<file path="config.mk">
export PLATFORM = sky130hd
export DESIGN_NAME = vid_out_top
export DESIGN_NICKNAME = d
export VERILOG_FILES = /design/src/vid_pkg.sv /design/src/data_controller.sv /design/src/pix_fifo.sv /design/src/vid_apb_regs.sv /design/src/vid_out_top.sv /design/src/vid_timing_gen.sv
export SDC_FILE = /design/constraint.sdc
export NUM_CORES = 2
export LEC_CHECK = 0
export BUFFER_PORTS_ARGS = -buffer_cell sky130_fd_sc_hd__buf_4
export CAP_MARGIN = 20
export CORE_MARGIN = 5
export CORE_UTILIZATION = 30
export CTS_BUF_LIST = sky130_fd_sc_hd__clkbuf_2
export CTS_CLUSTER_DIAMETER = 120
export DETAILED_ROUTE_END_ITERATION = 12
export HOLD_SLACK_MARGIN = 0.15
export PLACE_DENSITY = 0.42
export REMOVE_ABC_BUFFERS = 1
export SLEW_MARGIN = 20
export SYNTH_ARGS = -nofsm -noshare
export SYNTH_HDL_FRONTEND = slang
export SYNTH_SLANG_ARGS = --single-unit
</file>
<file path="constraint.sdc">
create_clock -name i_clk_74M -period 14.95 [get_ports i_clk_74M]
set_input_delay 2.99 -clock i_clk_74M [delete_from_list [all_inputs] [get_ports i_clk_74M]]
set_output_delay 2.99 -clock i_clk_74M [all_outputs]
set_load 0.01 [all_outputs]
</file>
<file path="src/vid_pkg.sv">
package vid_pkg;

  // --------------------------------------------------
  // 720p60 frame timing in pixel clocks and lines
  // --------------------------------------------------
  localparam int H_TOTAL     = 1650;
  localparam int V_TOTAL     = 750;
  // first and last-plus-one active counter values
  localparam int H_START     = 1;
  localparam int H_FIN       = 1281;
  localparam int V_START     = 24;
  localparam int V_FIN       = 744;
  // sync pulse widths
  localparam int H_SYNC_END  = 40;
  localparam int V_SYNC_END  = 5;
  // first column of the right half of the line
  localparam int BLOCK_SPLIT = 640;

  // --------------------------------------------------
  // pixel FIFO geometry
  // --------------------------------------------------
  localparam int FIFO_DEPTH  = 64;
  localparam int FIFO_AW     = 6;

  // --------------------------------------------------
  // types
  // --------------------------------------------------
  // timing counter value
  typedef logic [11:0] cnt_t;
  // packed 4:2:2 word
  // [28:27] block tag, [26:16] line tag, [15:8] luma, [7:0] chroma
  typedef logic [28:0] pix_word_t;
  typedef logic [7:0]  chan_t;
  // FIFO fill level, 0 up to FIFO_DEPTH inclusive
  typedef logic [6:0]  lvl_t;
  typedef logic [7:0]  apb_addr_t;
  typedef logic [31:0] apb_data_t;

  // control bit 0 picks the output source
  typedef enum logic {
    MODE_PATTERN = 1'b0,
    MODE_VIDEO   = 1'b1
  } out_mode_e;

  // register map
  localparam apb_addr_t REG_CTRL   = 8'h00;
  localparam apb_addr_t REG_STATUS = 8'h04;

endpackage

</file>
<file path="src/data_controller.sv">
`timescale 1ns/100ps

module data_controller (
  input  logic               i_clk_74M,
  input  logic               i_rst,
  input  vid_pkg::cnt_t      i_hcnt,
  input  vid_pkg::cnt_t      i_vcnt,
  input  vid_pkg::out_mode_e i_mode,
  input  vid_pkg::pix_word_t i_rd_data,
  input  logic               i_empty,
  output logic               o_fifo_rd,
  output logic               o_de,
  output vid_pkg::chan_t     o_r,
  output vid_pkg::chan_t     o_g,
  output vid_pkg::chan_t     o_b
);
  import vid_pkg::*;

  localparam cnt_t LAST_COL = cnt_t'(H_FIN - H_START - 1);

  logic        hactive;
  logic        vactive;
  cnt_t        col;
  cnt_t        line;
  logic        half;
  pix_word_t   word;
  // stage B registers
  logic        de_q;
  logic        blank_q;
  out_mode_e   mode_q;
  chan_t       y_q;
  chan_t       cb_q;
  chan_t       cr_q;
  chan_t       pat_b_q;
  chan_t       pat_g_q;
  // conversion sums, 19 bit unsigned wraparound
  logic [18:0] r_sum;
  logic [18:0] g_sum;
  logic [18:0] b_sum;

  // one pop per active pixel
  assign o_fifo_rd = hactive & vactive;
  // starved pop behaves as an all-zero word
  assign word      = i_empty ? '0 : i_rd_data;
  assign half      = (col >= cnt_t'(BLOCK_SPLIT));

  // --------------------------------------------------
  // stage A: active window, column and line indices
  // --------------------------------------------------
  always_ff @(posedge i_clk_74M) begin
    if (i_rst) begin
      hactive <= 1'b0;
      vactive <= 1'b0;
      col     <= '0;
      line    <= '0;
    end else begin
      if (i_hcnt == cnt_t'(H_START)) hactive <= 1'b1;
      if (i_hcnt == cnt_t'(H_FIN))   hactive <= 1'b0;
      if (i_vcnt == cnt_t'(V_START)) vactive <= 1'b1;
      if (i_vcnt == cnt_t'(V_FIN))   vactive <= 1'b0;
      // column restarts in every horizontal blank
      col <= o_fifo_rd ? col + 1'b1 : '0;
      // line index steps after the last pixel of a line
      if (!vactive) begin
        line <= '0;
      end else if (o_fifo_rd && (col == LAST_COL)) begin
        line <= line + 1'b1;
      end
    end
  end

  // --------------------------------------------------
  // stage B: capture word fields with the pop
  // --------------------------------------------------
  always_ff @(posedge i_clk_74M) begin
    if (i_rst) begin
      de_q <= 1'b0;
      cb_q <= '0;
      cr_q <= '0;
    end else begin
      de_q <= o_fifo_rd;
      // even columns carry Cb, odd columns carry Cr
      if (o_fifo_rd && !col[0]) cb_q <= word[7:0];
      if (o_fifo_rd && col[0])  cr_q <= word[7:0];
    end
  end

  always_ff @(posedge i_clk_74M) begin
    if (o_fifo_rd) begin
      y_q     <= word[15:8];
      // black on starvation or on a tag from the other half
      blank_q <= i_empty | (word[27] != half);
      mode_q  <= i_mode;
      pat_b_q <= col[9:2];
      pat_g_q <= line[8:1];
    end
  end

  // fixed-point YCbCr to RGB, low byte of sum >> 8 kept
  assign r_sum = {3'b0, y_q, 8'h00} + 19'd359 * {11'b0, cr_q} - 19'h0B380;
  assign g_sum = {3'b0, y_q, 8'h00} + 19'h08780 - 19'd183 * {11'b0, cr_q}
                 - 19'd88 * {11'b0, cb_q};
  assign b_sum = {3'b0, y_q, 8'h00} + 19'd454 * {11'b0, cb_q} - 19'h0E300;

  // --------------------------------------------------
  // stage C: registered outputs
  // --------------------------------------------------
  always_ff @(posedge i_clk_74M) begin
    if (i_rst) begin
      o_de <= 1'b0;
      o_r  <= '0;
      o_g  <= '0;
      o_b  <= '0;
    end else begin
      o_de <= de_q;
      if (!de_q || ((mode_q == MODE_VIDEO) && blank_q)) begin
        o_r <= '0;
        o_g <= '0;
        o_b <= '0;
      end else if (mode_q == MODE_PATTERN) begin
        o_r <= '0;
        o_g <= pat_g_q;
        o_b <= pat_b_q;
      end else begin
        o_r <= r_sum[15:8];
        o_g <= g_sum[15:8];
        o_b <= b_sum[15:8];
      end
    end
  end

  // pops only land on active counter positions of the timing generator
  a_rd_in_window : assert property (@(posedge i_clk_74M) disable iff (i_rst)
    o_fifo_rd |-> (i_vcnt >= cnt_t'(V_START)) && (i_vcnt < cnt_t'(V_FIN)) &&
                  (i_hcnt > cnt_t'(H_START)) && (i_hcnt <= cnt_t'(H_FIN)))
    else $error("FIFO pop outside active window");

endmodule

</file>
<file path="src/pix_fifo.sv">
`timescale 1ns/100ps

module pix_fifo (
  input  logic               i_clk_74M,
  input  logic               i_rst,
  input  logic               i_wr,
  input  vid_pkg::pix_word_t i_wr_data,
  input  logic               i_rd,
  output vid_pkg::pix_word_t o_rd_data,
  output logic               o_empty,
  output logic               o_full,
  output vid_pkg::lvl_t      o_level,
  output logic               o_underflow
);
  import vid_pkg::*;

  pix_word_t          mem [FIFO_DEPTH];
  logic [FIFO_AW-1:0] wr_ptr;
  logic [FIFO_AW-1:0] rd_ptr;
  logic               do_wr;
  logic               do_rd;

  assign o_empty = (o_level == '0);
  assign o_full  = (o_level == lvl_t'(FIFO_DEPTH));
  // writes while full are dropped
  assign do_wr   = i_wr & ~o_full;
  assign do_rd   = i_rd & ~o_empty;

  // head word shows without a read cycle
  assign o_rd_data = mem[rd_ptr];

  // storage
  always_ff @(posedge i_clk_74M) begin
    if (do_wr) begin
      mem[wr_ptr] <= i_wr_data;
    end
  end

  // --------------------------------------------------
  // pointers, level and underflow pulse
  // --------------------------------------------------
  always_ff @(posedge i_clk_74M) begin
    if (i_rst) begin
      wr_ptr      <= '0;
      rd_ptr      <= '0;
      o_level     <= '0;
      o_underflow <= 1'b0;
    end else begin
      if (do_wr) begin
        wr_ptr <= wr_ptr + 1'b1;
      end
      if (do_rd) begin
        rd_ptr <= rd_ptr + 1'b1;
      end
      // read plus write leaves the level alone
      case ({do_wr, do_rd})
        2'b10:   o_level <= o_level + 1'b1;
        2'b01:   o_level <= o_level - 1'b1;
        default: o_level <= o_level;
      endcase
      // one-cycle pulse after a pop of an empty FIFO
      o_underflow <= i_rd & o_empty;
    end
  end

  a_no_wr_full : assert property (@(posedge i_clk_74M) disable iff (i_rst)
    !(i_wr && o_full))
    else $error("pixel write while FIFO full");

endmodule

</file>
<file path="src/vid_apb_regs.sv">
`timescale 1ns/100ps

module vid_apb_regs (
  input  logic               i_clk_74M,
  input  logic               i_rst,
  input  logic               i_psel,
  input  logic               i_penable,
  input  logic               i_pwrite,
  input  vid_pkg::apb_addr_t i_paddr,
  input  vid_pkg::apb_data_t i_pwdata,
  input  logic               i_underflow,
  input  vid_pkg::lvl_t      i_level,
  output vid_pkg::apb_data_t o_prdata,
  output logic               o_pready,
  output logic               o_pslverr,
  output vid_pkg::out_mode_e o_mode
);
  import vid_pkg::*;

  logic wr_en;
  logic rd_en;
  logic clr_uf;
  logic uf_flag;

  // zero wait states and no error responses
  assign o_pready  = 1'b1;
  assign o_pslverr = 1'b0;

  // transfers complete in the access phase
  assign wr_en  = i_psel & i_penable & i_pwrite;
  assign rd_en  = i_psel & i_penable & ~i_pwrite;
  // write-one-to-clear on status bit 0
  assign clr_uf = wr_en && (i_paddr == REG_STATUS) && i_pwdata[0];

  // --------------------------------------------------
  // control mode and sticky underflow
  // --------------------------------------------------
  always_ff @(posedge i_clk_74M) begin
    if (i_rst) begin
      o_mode  <= MODE_PATTERN;
      uf_flag <= 1'b0;
    end else begin
      if (wr_en && (i_paddr == REG_CTRL)) begin
        o_mode <= out_mode_e'(i_pwdata[0]);
      end
      // fresh underflow beats a clear in the same cycle
      if (i_underflow) begin
        uf_flag <= 1'b1;
      end else if (clr_uf) begin
        uf_flag <= 1'b0;
      end
    end
  end

  // read mux
  always_comb begin
    o_prdata = '0;
    if (rd_en) begin
      case (i_paddr)
        REG_CTRL: begin
          o_prdata[0] = (o_mode == MODE_VIDEO);
        end
        REG_STATUS: begin
          o_prdata[14:8] = i_level;
          o_prdata[0]    = uf_flag;
        end
        default: begin
          o_prdata = '0;
        end
      endcase
    end
  end

  // every access phase is preceded by its setup phase
  a_apb_setup : assert property (@(posedge i_clk_74M) disable iff (i_rst)
    (i_psel && i_penable) |-> $past(i_psel && !i_penable))
    else $error("APB access without setup phase");

endmodule

</file>
<file path="src/vid_out_top.sv">
`timescale 1ns/100ps

module vid_out_top (
  input  logic               i_clk_74M,
  input  logic               i_rst,
  // pixel write port
  input  logic               i_pix_wr,
  input  vid_pkg::pix_word_t i_pix_data,
  output logic               o_pix_full,
  // APB register port
  input  logic               i_psel,
  input  logic               i_penable,
  input  logic               i_pwrite,
  input  vid_pkg::apb_addr_t i_paddr,
  input  vid_pkg::apb_data_t i_pwdata,
  output vid_pkg::apb_data_t o_prdata,
  output logic               o_pready,
  output logic               o_pslverr,
  // video out
  output logic               o_hsync_n,
  output logic               o_vsync_n,
  output logic               o_de,
  output vid_pkg::chan_t     o_r,
  output vid_pkg::chan_t     o_g,
  output vid_pkg::chan_t     o_b
);
  import vid_pkg::*;

  cnt_t      hcnt;
  cnt_t      vcnt;
  pix_word_t fifo_data;
  logic      fifo_rd;
  logic      fifo_empty;
  logic      fifo_underflow;
  lvl_t      fifo_level;
  out_mode_e mode;

  // --------------------------------------------------
  // timing, buffering, pixel path, registers
  // --------------------------------------------------
  vid_timing_gen u_timing (
    .i_clk_74M (i_clk_74M),
    .i_rst     (i_rst),
    .o_hcnt    (hcnt),
    .o_vcnt    (vcnt),
    .o_hsync_n (o_hsync_n),
    .o_vsync_n (o_vsync_n)
  );

  pix_fifo u_fifo (
    .i_clk_74M   (i_clk_74M),
    .i_rst       (i_rst),
    .i_wr        (i_pix_wr),
    .i_wr_data   (i_pix_data),
    .i_rd        (fifo_rd),
    .o_rd_data   (fifo_data),
    .o_empty     (fifo_empty),
    .o_full      (o_pix_full),
    .o_level     (fifo_level),
    .o_underflow (fifo_underflow)
  );

  data_controller u_ctrl (
    .i_clk_74M (i_clk_74M),
    .i_rst     (i_rst),
    .i_hcnt    (hcnt),
    .i_vcnt    (vcnt),
    .i_mode    (mode),
    .i_rd_data (fifo_data),
    .i_empty   (fifo_empty),
    .o_fifo_rd (fifo_rd),
    .o_de      (o_de),
    .o_r       (o_r),
    .o_g       (o_g),
    .o_b       (o_b)
  );

  vid_apb_regs u_regs (
    .i_clk_74M   (i_clk_74M),
    .i_rst       (i_rst),
    .i_psel      (i_psel),
    .i_penable   (i_penable),
    .i_pwrite    (i_pwrite),
    .i_paddr     (i_paddr),
    .i_pwdata    (i_pwdata),
    .i_underflow (fifo_underflow),
    .i_level     (fifo_level),
    .o_prdata    (o_prdata),
    .o_pready    (o_pready),
    .o_pslverr   (o_pslverr),
    .o_mode      (mode)
  );

endmodule

</file>
<file path="src/vid_timing_gen.sv">
`timescale 1ns/100ps

module vid_timing_gen (
  input  logic          i_clk_74M,
  input  logic          i_rst,
  output vid_pkg::cnt_t o_hcnt,
  output vid_pkg::cnt_t o_vcnt,
  output logic          o_hsync_n,
  output logic          o_vsync_n
);
  import vid_pkg::*;

  logic line_end;
  logic frame_end;

  // last pixel of a line and last line of a frame
  assign line_end  = (o_hcnt == cnt_t'(H_TOTAL - 1));
  assign frame_end = (o_vcnt == cnt_t'(V_TOTAL - 1));

  // --------------------------------------------------
  // pixel and line counters
  // --------------------------------------------------
  always_ff @(posedge i_clk_74M) begin
    if (i_rst) begin
      o_hcnt <= '0;
      o_vcnt <= '0;
    end else if (line_end) begin
      o_hcnt <= '0;
      // line counter steps once per wrapped line
      if (frame_end) begin
        o_vcnt <= '0;
      end else begin
        o_vcnt <= o_vcnt + 1'b1;
      end
    end else begin
      o_hcnt <= o_hcnt + 1'b1;
    end
  end

  // --------------------------------------------------
  // syncs, active low, placed at the end of blanking
  // --------------------------------------------------
  always_ff @(posedge i_clk_74M) begin
    if (i_rst) begin
      o_hsync_n <= 1'b1;
      o_vsync_n <= 1'b1;
    end else begin
      o_hsync_n <= ~(o_hcnt >= cnt_t'(H_TOTAL - H_SYNC_END));
      o_vsync_n <= ~(o_vcnt >= cnt_t'(V_TOTAL - V_SYNC_END));
    end
  end

  // counter must wrap before reaching the line length
  a_hcnt_range : assert property (@(posedge i_clk_74M) disable iff (i_rst)
    o_hcnt < cnt_t'(H_TOTAL))
    else $error("hcnt out of range: %0d", o_hcnt);

endmodule
</file>
# Word-level counts from Yosys, hierarchy flattened

Memories as Yosys holds them, arrays and structs flattened. A register that Yosys moved wholly into a read port is not among the register bits.
Cells that the tools add are included.

$add $sub $neg: 15
Multipliers: 4
Divide/modulo/power cells: 0
$lt $le $gt $ge: 3
Eq/ne operators: 12
Shifts and indexed selects: 0
Multiplexer cells: 14
Bitwise logic cells: 16
Reductions and logical operators: 21

Operator list:

| kind                                                                 | number |
|---|---|
| adder 12 x 1 -> 12 bit (second input constant)                       | 4 |
| == test 12 x 11 -> 1 bit (second input constant)                     | 3 |
| adder 16 bit                                                         | 2 |
| subtractor 16 bit (second input constant)                            | 2 |
| two-way mux 28 bit                                                   | 1 |
| == test 12 x 10 -> 1 bit (second input constant)                     | 2 |
| greater-or-equal comparator 12 x 10 -> 1 bit (second input constant) | 2 |
| adder 16 bit (second input constant)                                 | 1 |
| multiplier 8 x 8 -> 16 bit (first input constant)                    | 1 |
| multiplier 9 x 8 -> 16 bit (first input constant)                    | 1 |
| two-way mux 8 bit                                                    | 2 |
| subtractor 16 x 15 -> 16 bit                                         | 1 |
| subtractor 16 bit                                                    | 1 |
| multiplier 8 x 8 -> 15 bit (first input constant)                    | 1 |
| two-way mux 15 bit                                                   | 1 |
| case mux 7 bit (2 select lines)                                      | 1 |
| adder 6 x 1 -> 6 bit (second input constant)                         | 2 |
| == test 12 x 1 -> 1 bit (second input constant)                      | 1 |
| == test 12 x 5 -> 1 bit (second input constant)                      | 1 |
| greater-or-equal comparator 12 x 11 -> 1 bit (second input constant) | 1 |
| multiplier 4 x 8 -> 12 bit (first input constant)                    | 1 |
| two-way mux 12 bit                                                   | 1 |
| two-way mux 6 bit                                                    | 2 |
| OR reduction 2 bit                                                   | 6 |
| other kinds (20)                                                     | 44 |

Register bits: 142
Bits in latches: 0
Bits in writable memories: 1,856
ROM bits: 0
Input port bits: 75
Output and inout bits: 62
Logic and storage cells: 112
Memories: 1

Memory list:

| name       | words | bits a word | read ports | clocked after memory_dff | wr ports | line           | source |
|---|---|---|---|---|---|---|---|
| u_fifo.mem | 64    | 29          | 1          | 1                        | 1        | pix_fifo.sv:17 | `pix_word_t mem [FIFO_DEPTH];` |

# Logic depth before layout (Yosys ltp)

Depth after elaboration: 6
Gate-level depth with buffers: 24
Mapped depth without buffers: 24

# Cells and area by module

Synthesis repeated with hierarchy kept, for this count alone.

Cell total of the unflattened synthesis: 4,306
Area total of the unflattened synthesis: 82,714.3 um^2

Modules (own cells, without submodules):

| module          | times used | cells each | area each (um^2) | sequential area each (um^2) |
|---|---|---|---|---|
| pix_fifo        | 1          | 3,205      | 72,193.0         | 56,254.0 |
| data_controller | 1          | 895        | 8,777.2          | 2,082.0 |
| vid_timing_gen  | 1          | 153        | 1,328.8          | 520.5 |
| vid_apb_regs    | 1          | 53         | 415.4            | 40.0 |

# Least setup slack after synthesis

No wires, ideal clock.

Kind: input -> output
Start point: in i_paddr[5]
End point: out o_prdata[10]
Data arrival time: 4.015 ns
Path slack: 7.945 ns
Stages on the path: 4
Cells stage by stage: nor4_1 -> nand4_1 -> nor3b_1 -> and2_1

Cells in the longest elaborated chain, start to end: 3

RTL lines:

| item                   | line               | source |
|---|---|---|
| start: declaration     | vid_out_top.sv:14  | `input vid_pkg::apb_addr_t i_paddr,` |
| == test 8 x 3 -> 1 bit | vid_apb_regs.sv:59 | `case (i_paddr)` |
| two-way mux 7 bit      | vid_apb_regs.sv:59 |  |
| two-way mux 15 bit     | vid_apb_regs.sv:58 | `if (rd_en) begin` |
| end: declaration       | vid_out_top.sv:16  | `output vid_pkg::apb_data_t o_prdata,` |

Every way passes these cells.

# Final worst setup path

Start point: in i_paddr[5]
End point: out o_prdata[14]

Same word-level chain as after synthesis.

==> results.py <==
metrics = {
    "timing": {
        "worst_slew_pin_slew_ns": 1.047,
        "fin_setup_tns_ns": 0,
        "finalHoldViolations": 0,
        "rsz_0062_raised_after_global_routing": "false",
        "timing.slew.headroom": 0.3021,
        "timing.final.setup_violations": 0,
        "layout_worst_path_cycle_share": 0.4968,
        "final.setup_skew_ns": 0.2122,
        "timing_max_transition_violations_final": 0,
        "fin_ws_ns": 7.523,
        "max_freq_mhz": 134.6,
        "min_period_ns": 7.427,
    },
    "placed_design": {
        "place.detailed.hpwl_microns": 84750,
        "placement.io_buffers": 67,
        "placed_area_sq_mm": 0.05653,
        "preCtsSetupSlack_ns": 7.469,
        "place_congestion": 0.7594,
    },
    "logic_synthesis": {
        "yosysWarningCount": 0,
        "synth_async_sr_flop_share": 0,
        "synth.area.top_cells": "sky130_fd_sc_hd__edfxtp_1 63%, sky130_fd_sc_hd__mux4_2 12%, sky130_fd_sc_hd__dfxtp_1 4.5%",
        "yosys.cell_count.top_type": "sky130_fd_sc_hd__edfxtp_1",
        "syn_inst": 2972,
        "leading_area_contributor_after_synthesis": "sky130_fd_sc_hd__edfxtp_1",
        "ys_top_cells_by_count": "1114 x sky130_fd_sc_hd__edfxtp_1, 294 x sky130_fd_sc_hd__mux4_2, 187 x sky130_fd_sc_hd__inv_1",
        "synthFlopType": "sky130_fd_sc_hd__edfxtp_1",
        "synth_top_area_frac": 0.6301,
        "synth.ff_latch_count": 1233,
        "avgSynthCellArea_sq_um": 17.86,
        "synth-edff-count": 1114,
        "ys_types": 77,
        "synth-seq-area-share": 0.6749,
        "synth.cell_area_sq_mm": 0.05309,
    },
    "clock_network": {
        "htreeDepth": 5,
        "clkSlewWorstSetupHoldPaths_ns": 0.10,
        "clkSinkCount": 1233,
        "holdBufCountCts": 0,
        "ctsLongestPathBuffers": 4,
        "tritoncts.num_buffers": 347,
        "cts_tree": "yes",
        "cts-resized-gates": 0,
        "clockRootBuffer": "sky130_fd_sc_hd__clkbuf_2",
        "insertion_delay_ns": 1.69,
        "post-cts-setup-buffer-count": 0,
    },
    "floorplan": {
        "chipWidth_microns": 430.7,
        "ios": 137,
        "die-height_microns": 430.7,
        "placeableCoreArea_sq_mm": 0.1761,
        "initial_utilization": 0.3015,
        "die_area_sq_mm": 0.1855,
        "floorplan.rows": 154,
    },
    "worst_setup_path": {
        "ff2ff_setup_slack_ns": 8.57,
        "worst_setup_path_end": "o_prdata[14]",
        "worst-endpoint-arrival_ns": 4.44,
        "critPathMaxFanout": 7,
        "worstReg2RegEnd": "u_ctrl.o_g[6]",
        "startpoint_type": "input pin",
        "critical_path.reg2reg.startpoint": "u_ctrl.cb_q[2]",
        "criticalPathCategory": "in -> out",
        "ff2ff_path_depth": 23,
        "critical_path_required_ns": 11.96,
        "critPathCaptureType": "output pin",
        "worst_setup_path_startpoint": "i_paddr[5]",
    },
    "layout": {
        "multiInputGateArea_sq_mm": 0.01589,
        "post-route-cell-area_sq_mm": 0.05945,
        "layout-drive-gt1-share": 0.2874,
        "final_nets": 3702,
        "area.growth.synth_to_final_pct": 11.97,
        "fillerInstances": 17160,
        "ff_latch_area_sq_mm": 0.03585,
        "finalCoreUtilization": 0.3376,
    },
    "global_routing": {
        "largest_net_degree_at_the_start_of_global_routing": 100,
        "number_of_antenna_violations_at_the_first_check_in_global_routing": 12,
        "first_global_vias": 30604,
        "grt_use_met2": 0.2554,
        "grt_pass1_wl_microns": 207700,
        "grt-ovfl-total": 0,
        "grt_util_met1": 0.1970,
        "grt_util_all_layers": 0.1534,
        "busiest_layer": "met2",
        "grt_util_met3": 0.03925,
    },
    "power": {
        "max-vdd-ir-drop_mv": 0.07001,
        "power_frac_clock": 0.376,
        "power_report.internal_total_mw": 4.741,
        "power_density_mw_per_mm2": 104.8,
        "static-leakage-power_nw": 20.47,
        "comb_power_share": 0.020,
        "netSwitchingPower_mw": 1.491,
        "power.sequential.fraction": 0.604,
        "swShare": 0.2393,
    },
    "routing": {
        "num_vias": 28438,
        "drt_drc_violations_left": 0,
        "detail_route.iter0.violations": 2080,
        "detail_route.wl_per_cell_microns": 24.15,
        "drt.antenna.violating_nets": 0,
        "routed_wl_microns": 143200,
        "avgViaCountPerCell": 4.795,
        "firstDrtPassIters": 5,
    },
    "flow_run": {
        "cap_viol_max_count": 0,
    },
    "status": {
        "outcome": "complete, no violations",
    },
    "worst_hold_path": {
        "worst_hold_path_type": "reg -> reg",
        "hold_path_depth": 2,
    },
}
==> critical path, cell delays in order <==
cell                      delay [ns]
sky130_fd_sc_hd__buf_4          0.11
sky130_fd_sc_hd__nor4_1         0.31
sky130_fd_sc_hd__nand4_1        0.23
sky130_fd_sc_hd__nor3b_1        0.47
sky130_fd_sc_hd__and2_1         0.21
sky130_fd_sc_hd__buf_4          0.12
==> per-layer routing <==
metal | up-vias | part of all wire
li1 | 12551 | -
met4 | 2 | 0.023
met1 | 14868 | 0.43
met5 | - | 0.000056
met3 | 262 | 0.057
met2 | 755 | 0.49
==> cell families (layout without fill, tap and decap cells) <==
kind of cell               Yosys count  after routing  synth area share
other                                2             37         0.0001414
and+or+nand+nor                    473            473           0.04282
adders and majority gates          267            267           0.07452
DFF                               1233           1233            0.6749
buffers and inverters              326            910           0.02880
xor gates and xnor gates            86             86           0.01419
muxes                              343            343            0.1343
AOI/OAI and AO/OA                  242            242           0.03026
==> through the flow <==
step                cells  hold WS, ns  power (mW)
global route         5926       0.4787       6.548
detailed placement   5351       0.4497       3.970
finish               5931       0.4625       6.233
global placement     5351       0.4455       3.963
floorplan            2857       0.4130       3.878
CTS                  5920       0.4730       6.356
==> cells in the final DEF (no fill, tap or decap), types with 8 or more instances in the layout <==
cell type / n
sky130_fd_sc_hd__a211oi_1: 9
sky130_fd_sc_hd__a21o_1: 15
sky130_fd_sc_hd__a21oi_1: 51
sky130_fd_sc_hd__a22oi_1: 18
sky130_fd_sc_hd__a311oi_1: 13
sky130_fd_sc_hd__a31oi_1: 14
sky130_fd_sc_hd__and2_1: 10
sky130_fd_sc_hd__and3_1: 12
sky130_fd_sc_hd__buf_4: 153
sky130_fd_sc_hd__clkbuf_2: 508
sky130_fd_sc_hd__clkinv_1: 45
sky130_fd_sc_hd__conb_1: 26
sky130_fd_sc_hd__dfxtp_1: 116
sky130_fd_sc_hd__diode_2: 11
sky130_fd_sc_hd__edfxtp_1: 1114
sky130_fd_sc_hd__fa_1: 82
sky130_fd_sc_hd__ha_1: 185
sky130_fd_sc_hd__inv_1: 186
sky130_fd_sc_hd__mux2i_1: 44
sky130_fd_sc_hd__mux4_2: 294
sky130_fd_sc_hd__nand2_1: 99
sky130_fd_sc_hd__nand3_1: 43
sky130_fd_sc_hd__nand4_1: 26
sky130_fd_sc_hd__nor2_1: 150
sky130_fd_sc_hd__nor2_2: 27
sky130_fd_sc_hd__nor2b_1: 13
sky130_fd_sc_hd__nor3_1: 20
sky130_fd_sc_hd__o21ai_0: 37
sky130_fd_sc_hd__o22ai_1: 32
sky130_fd_sc_hd__or2_2: 8
sky130_fd_sc_hd__or3_1: 16
sky130_fd_sc_hd__xnor2_1: 48
sky130_fd_sc_hd__xor2_1: 38
==> worst min-delay path by stage <==
| stage | start | endpoint | slack (ns) |
|---|---|---|---|
| 2_1_floorplan | u_fifo.o_underflow | u_regs.uf_flag | 0.41 |
| 3_3_place_gp | u_fifo.o_underflow | u_regs.uf_flag | 0.45 |
| 3_5_place_dp | u_ctrl.line[8] | u_ctrl.pat_g_q[7] | 0.45 |
| 4_1_cts | u_ctrl.line[8] | u_ctrl.pat_g_q[7] | 0.47 |
| 5_1_grt | u_ctrl.line[8] | u_ctrl.pat_g_q[7] | 0.48 |
| 6_report | u_ctrl.pat_b_q[5] | u_ctrl.o_b[5] | 0.46 |
==> sequential cells by signal, summed over array words and instances (netlist names), 8 cells and up, named ones only <==
name,cells
u_timing.o_hcnt,12
u_ctrl.o_b,8
u_ctrl.o_r,8
u_timing.o_vcnt,12
u_ctrl.y_q,8
u_ctrl.cb_q,8
u_fifo.mem,1088
u_ctrl.cr_q,8
u_ctrl.line,9
u_ctrl.pat_g_q,8
u_ctrl.pat_b_q,8
u_ctrl.col,12
u_ctrl.o_g,8
==> area by class of cell <==
type / instances / area share
diodes: 11 / 0.0004630
clock buffers: 508 / 0.04277
clock inverters: 61 / 0.005767
inverters: 187 / 0.01181
multi-input cells: 1437 / 0.2673
flip-flops and latches: 1233 / 0.6029
well taps: 2340 / 0.04925
repair buffers: 154 / 0.01966
==> power by group through the flow <==
stage / logic (mW) / registers [mW] / clock network, mW
final: 0.124 / 3.76 / 2.34
after global routing: 0.135 / 3.77 / 2.65
after CTS: 0.127 / 3.76 / 2.46
after detailed placement: 0.127 / 3.84 / 0
after global placement: 0.120 / 3.84 / 0
after floorplan: 0.0348 / 3.84 / 0
No activity file was read; power rests on OpenSTA's default activity.
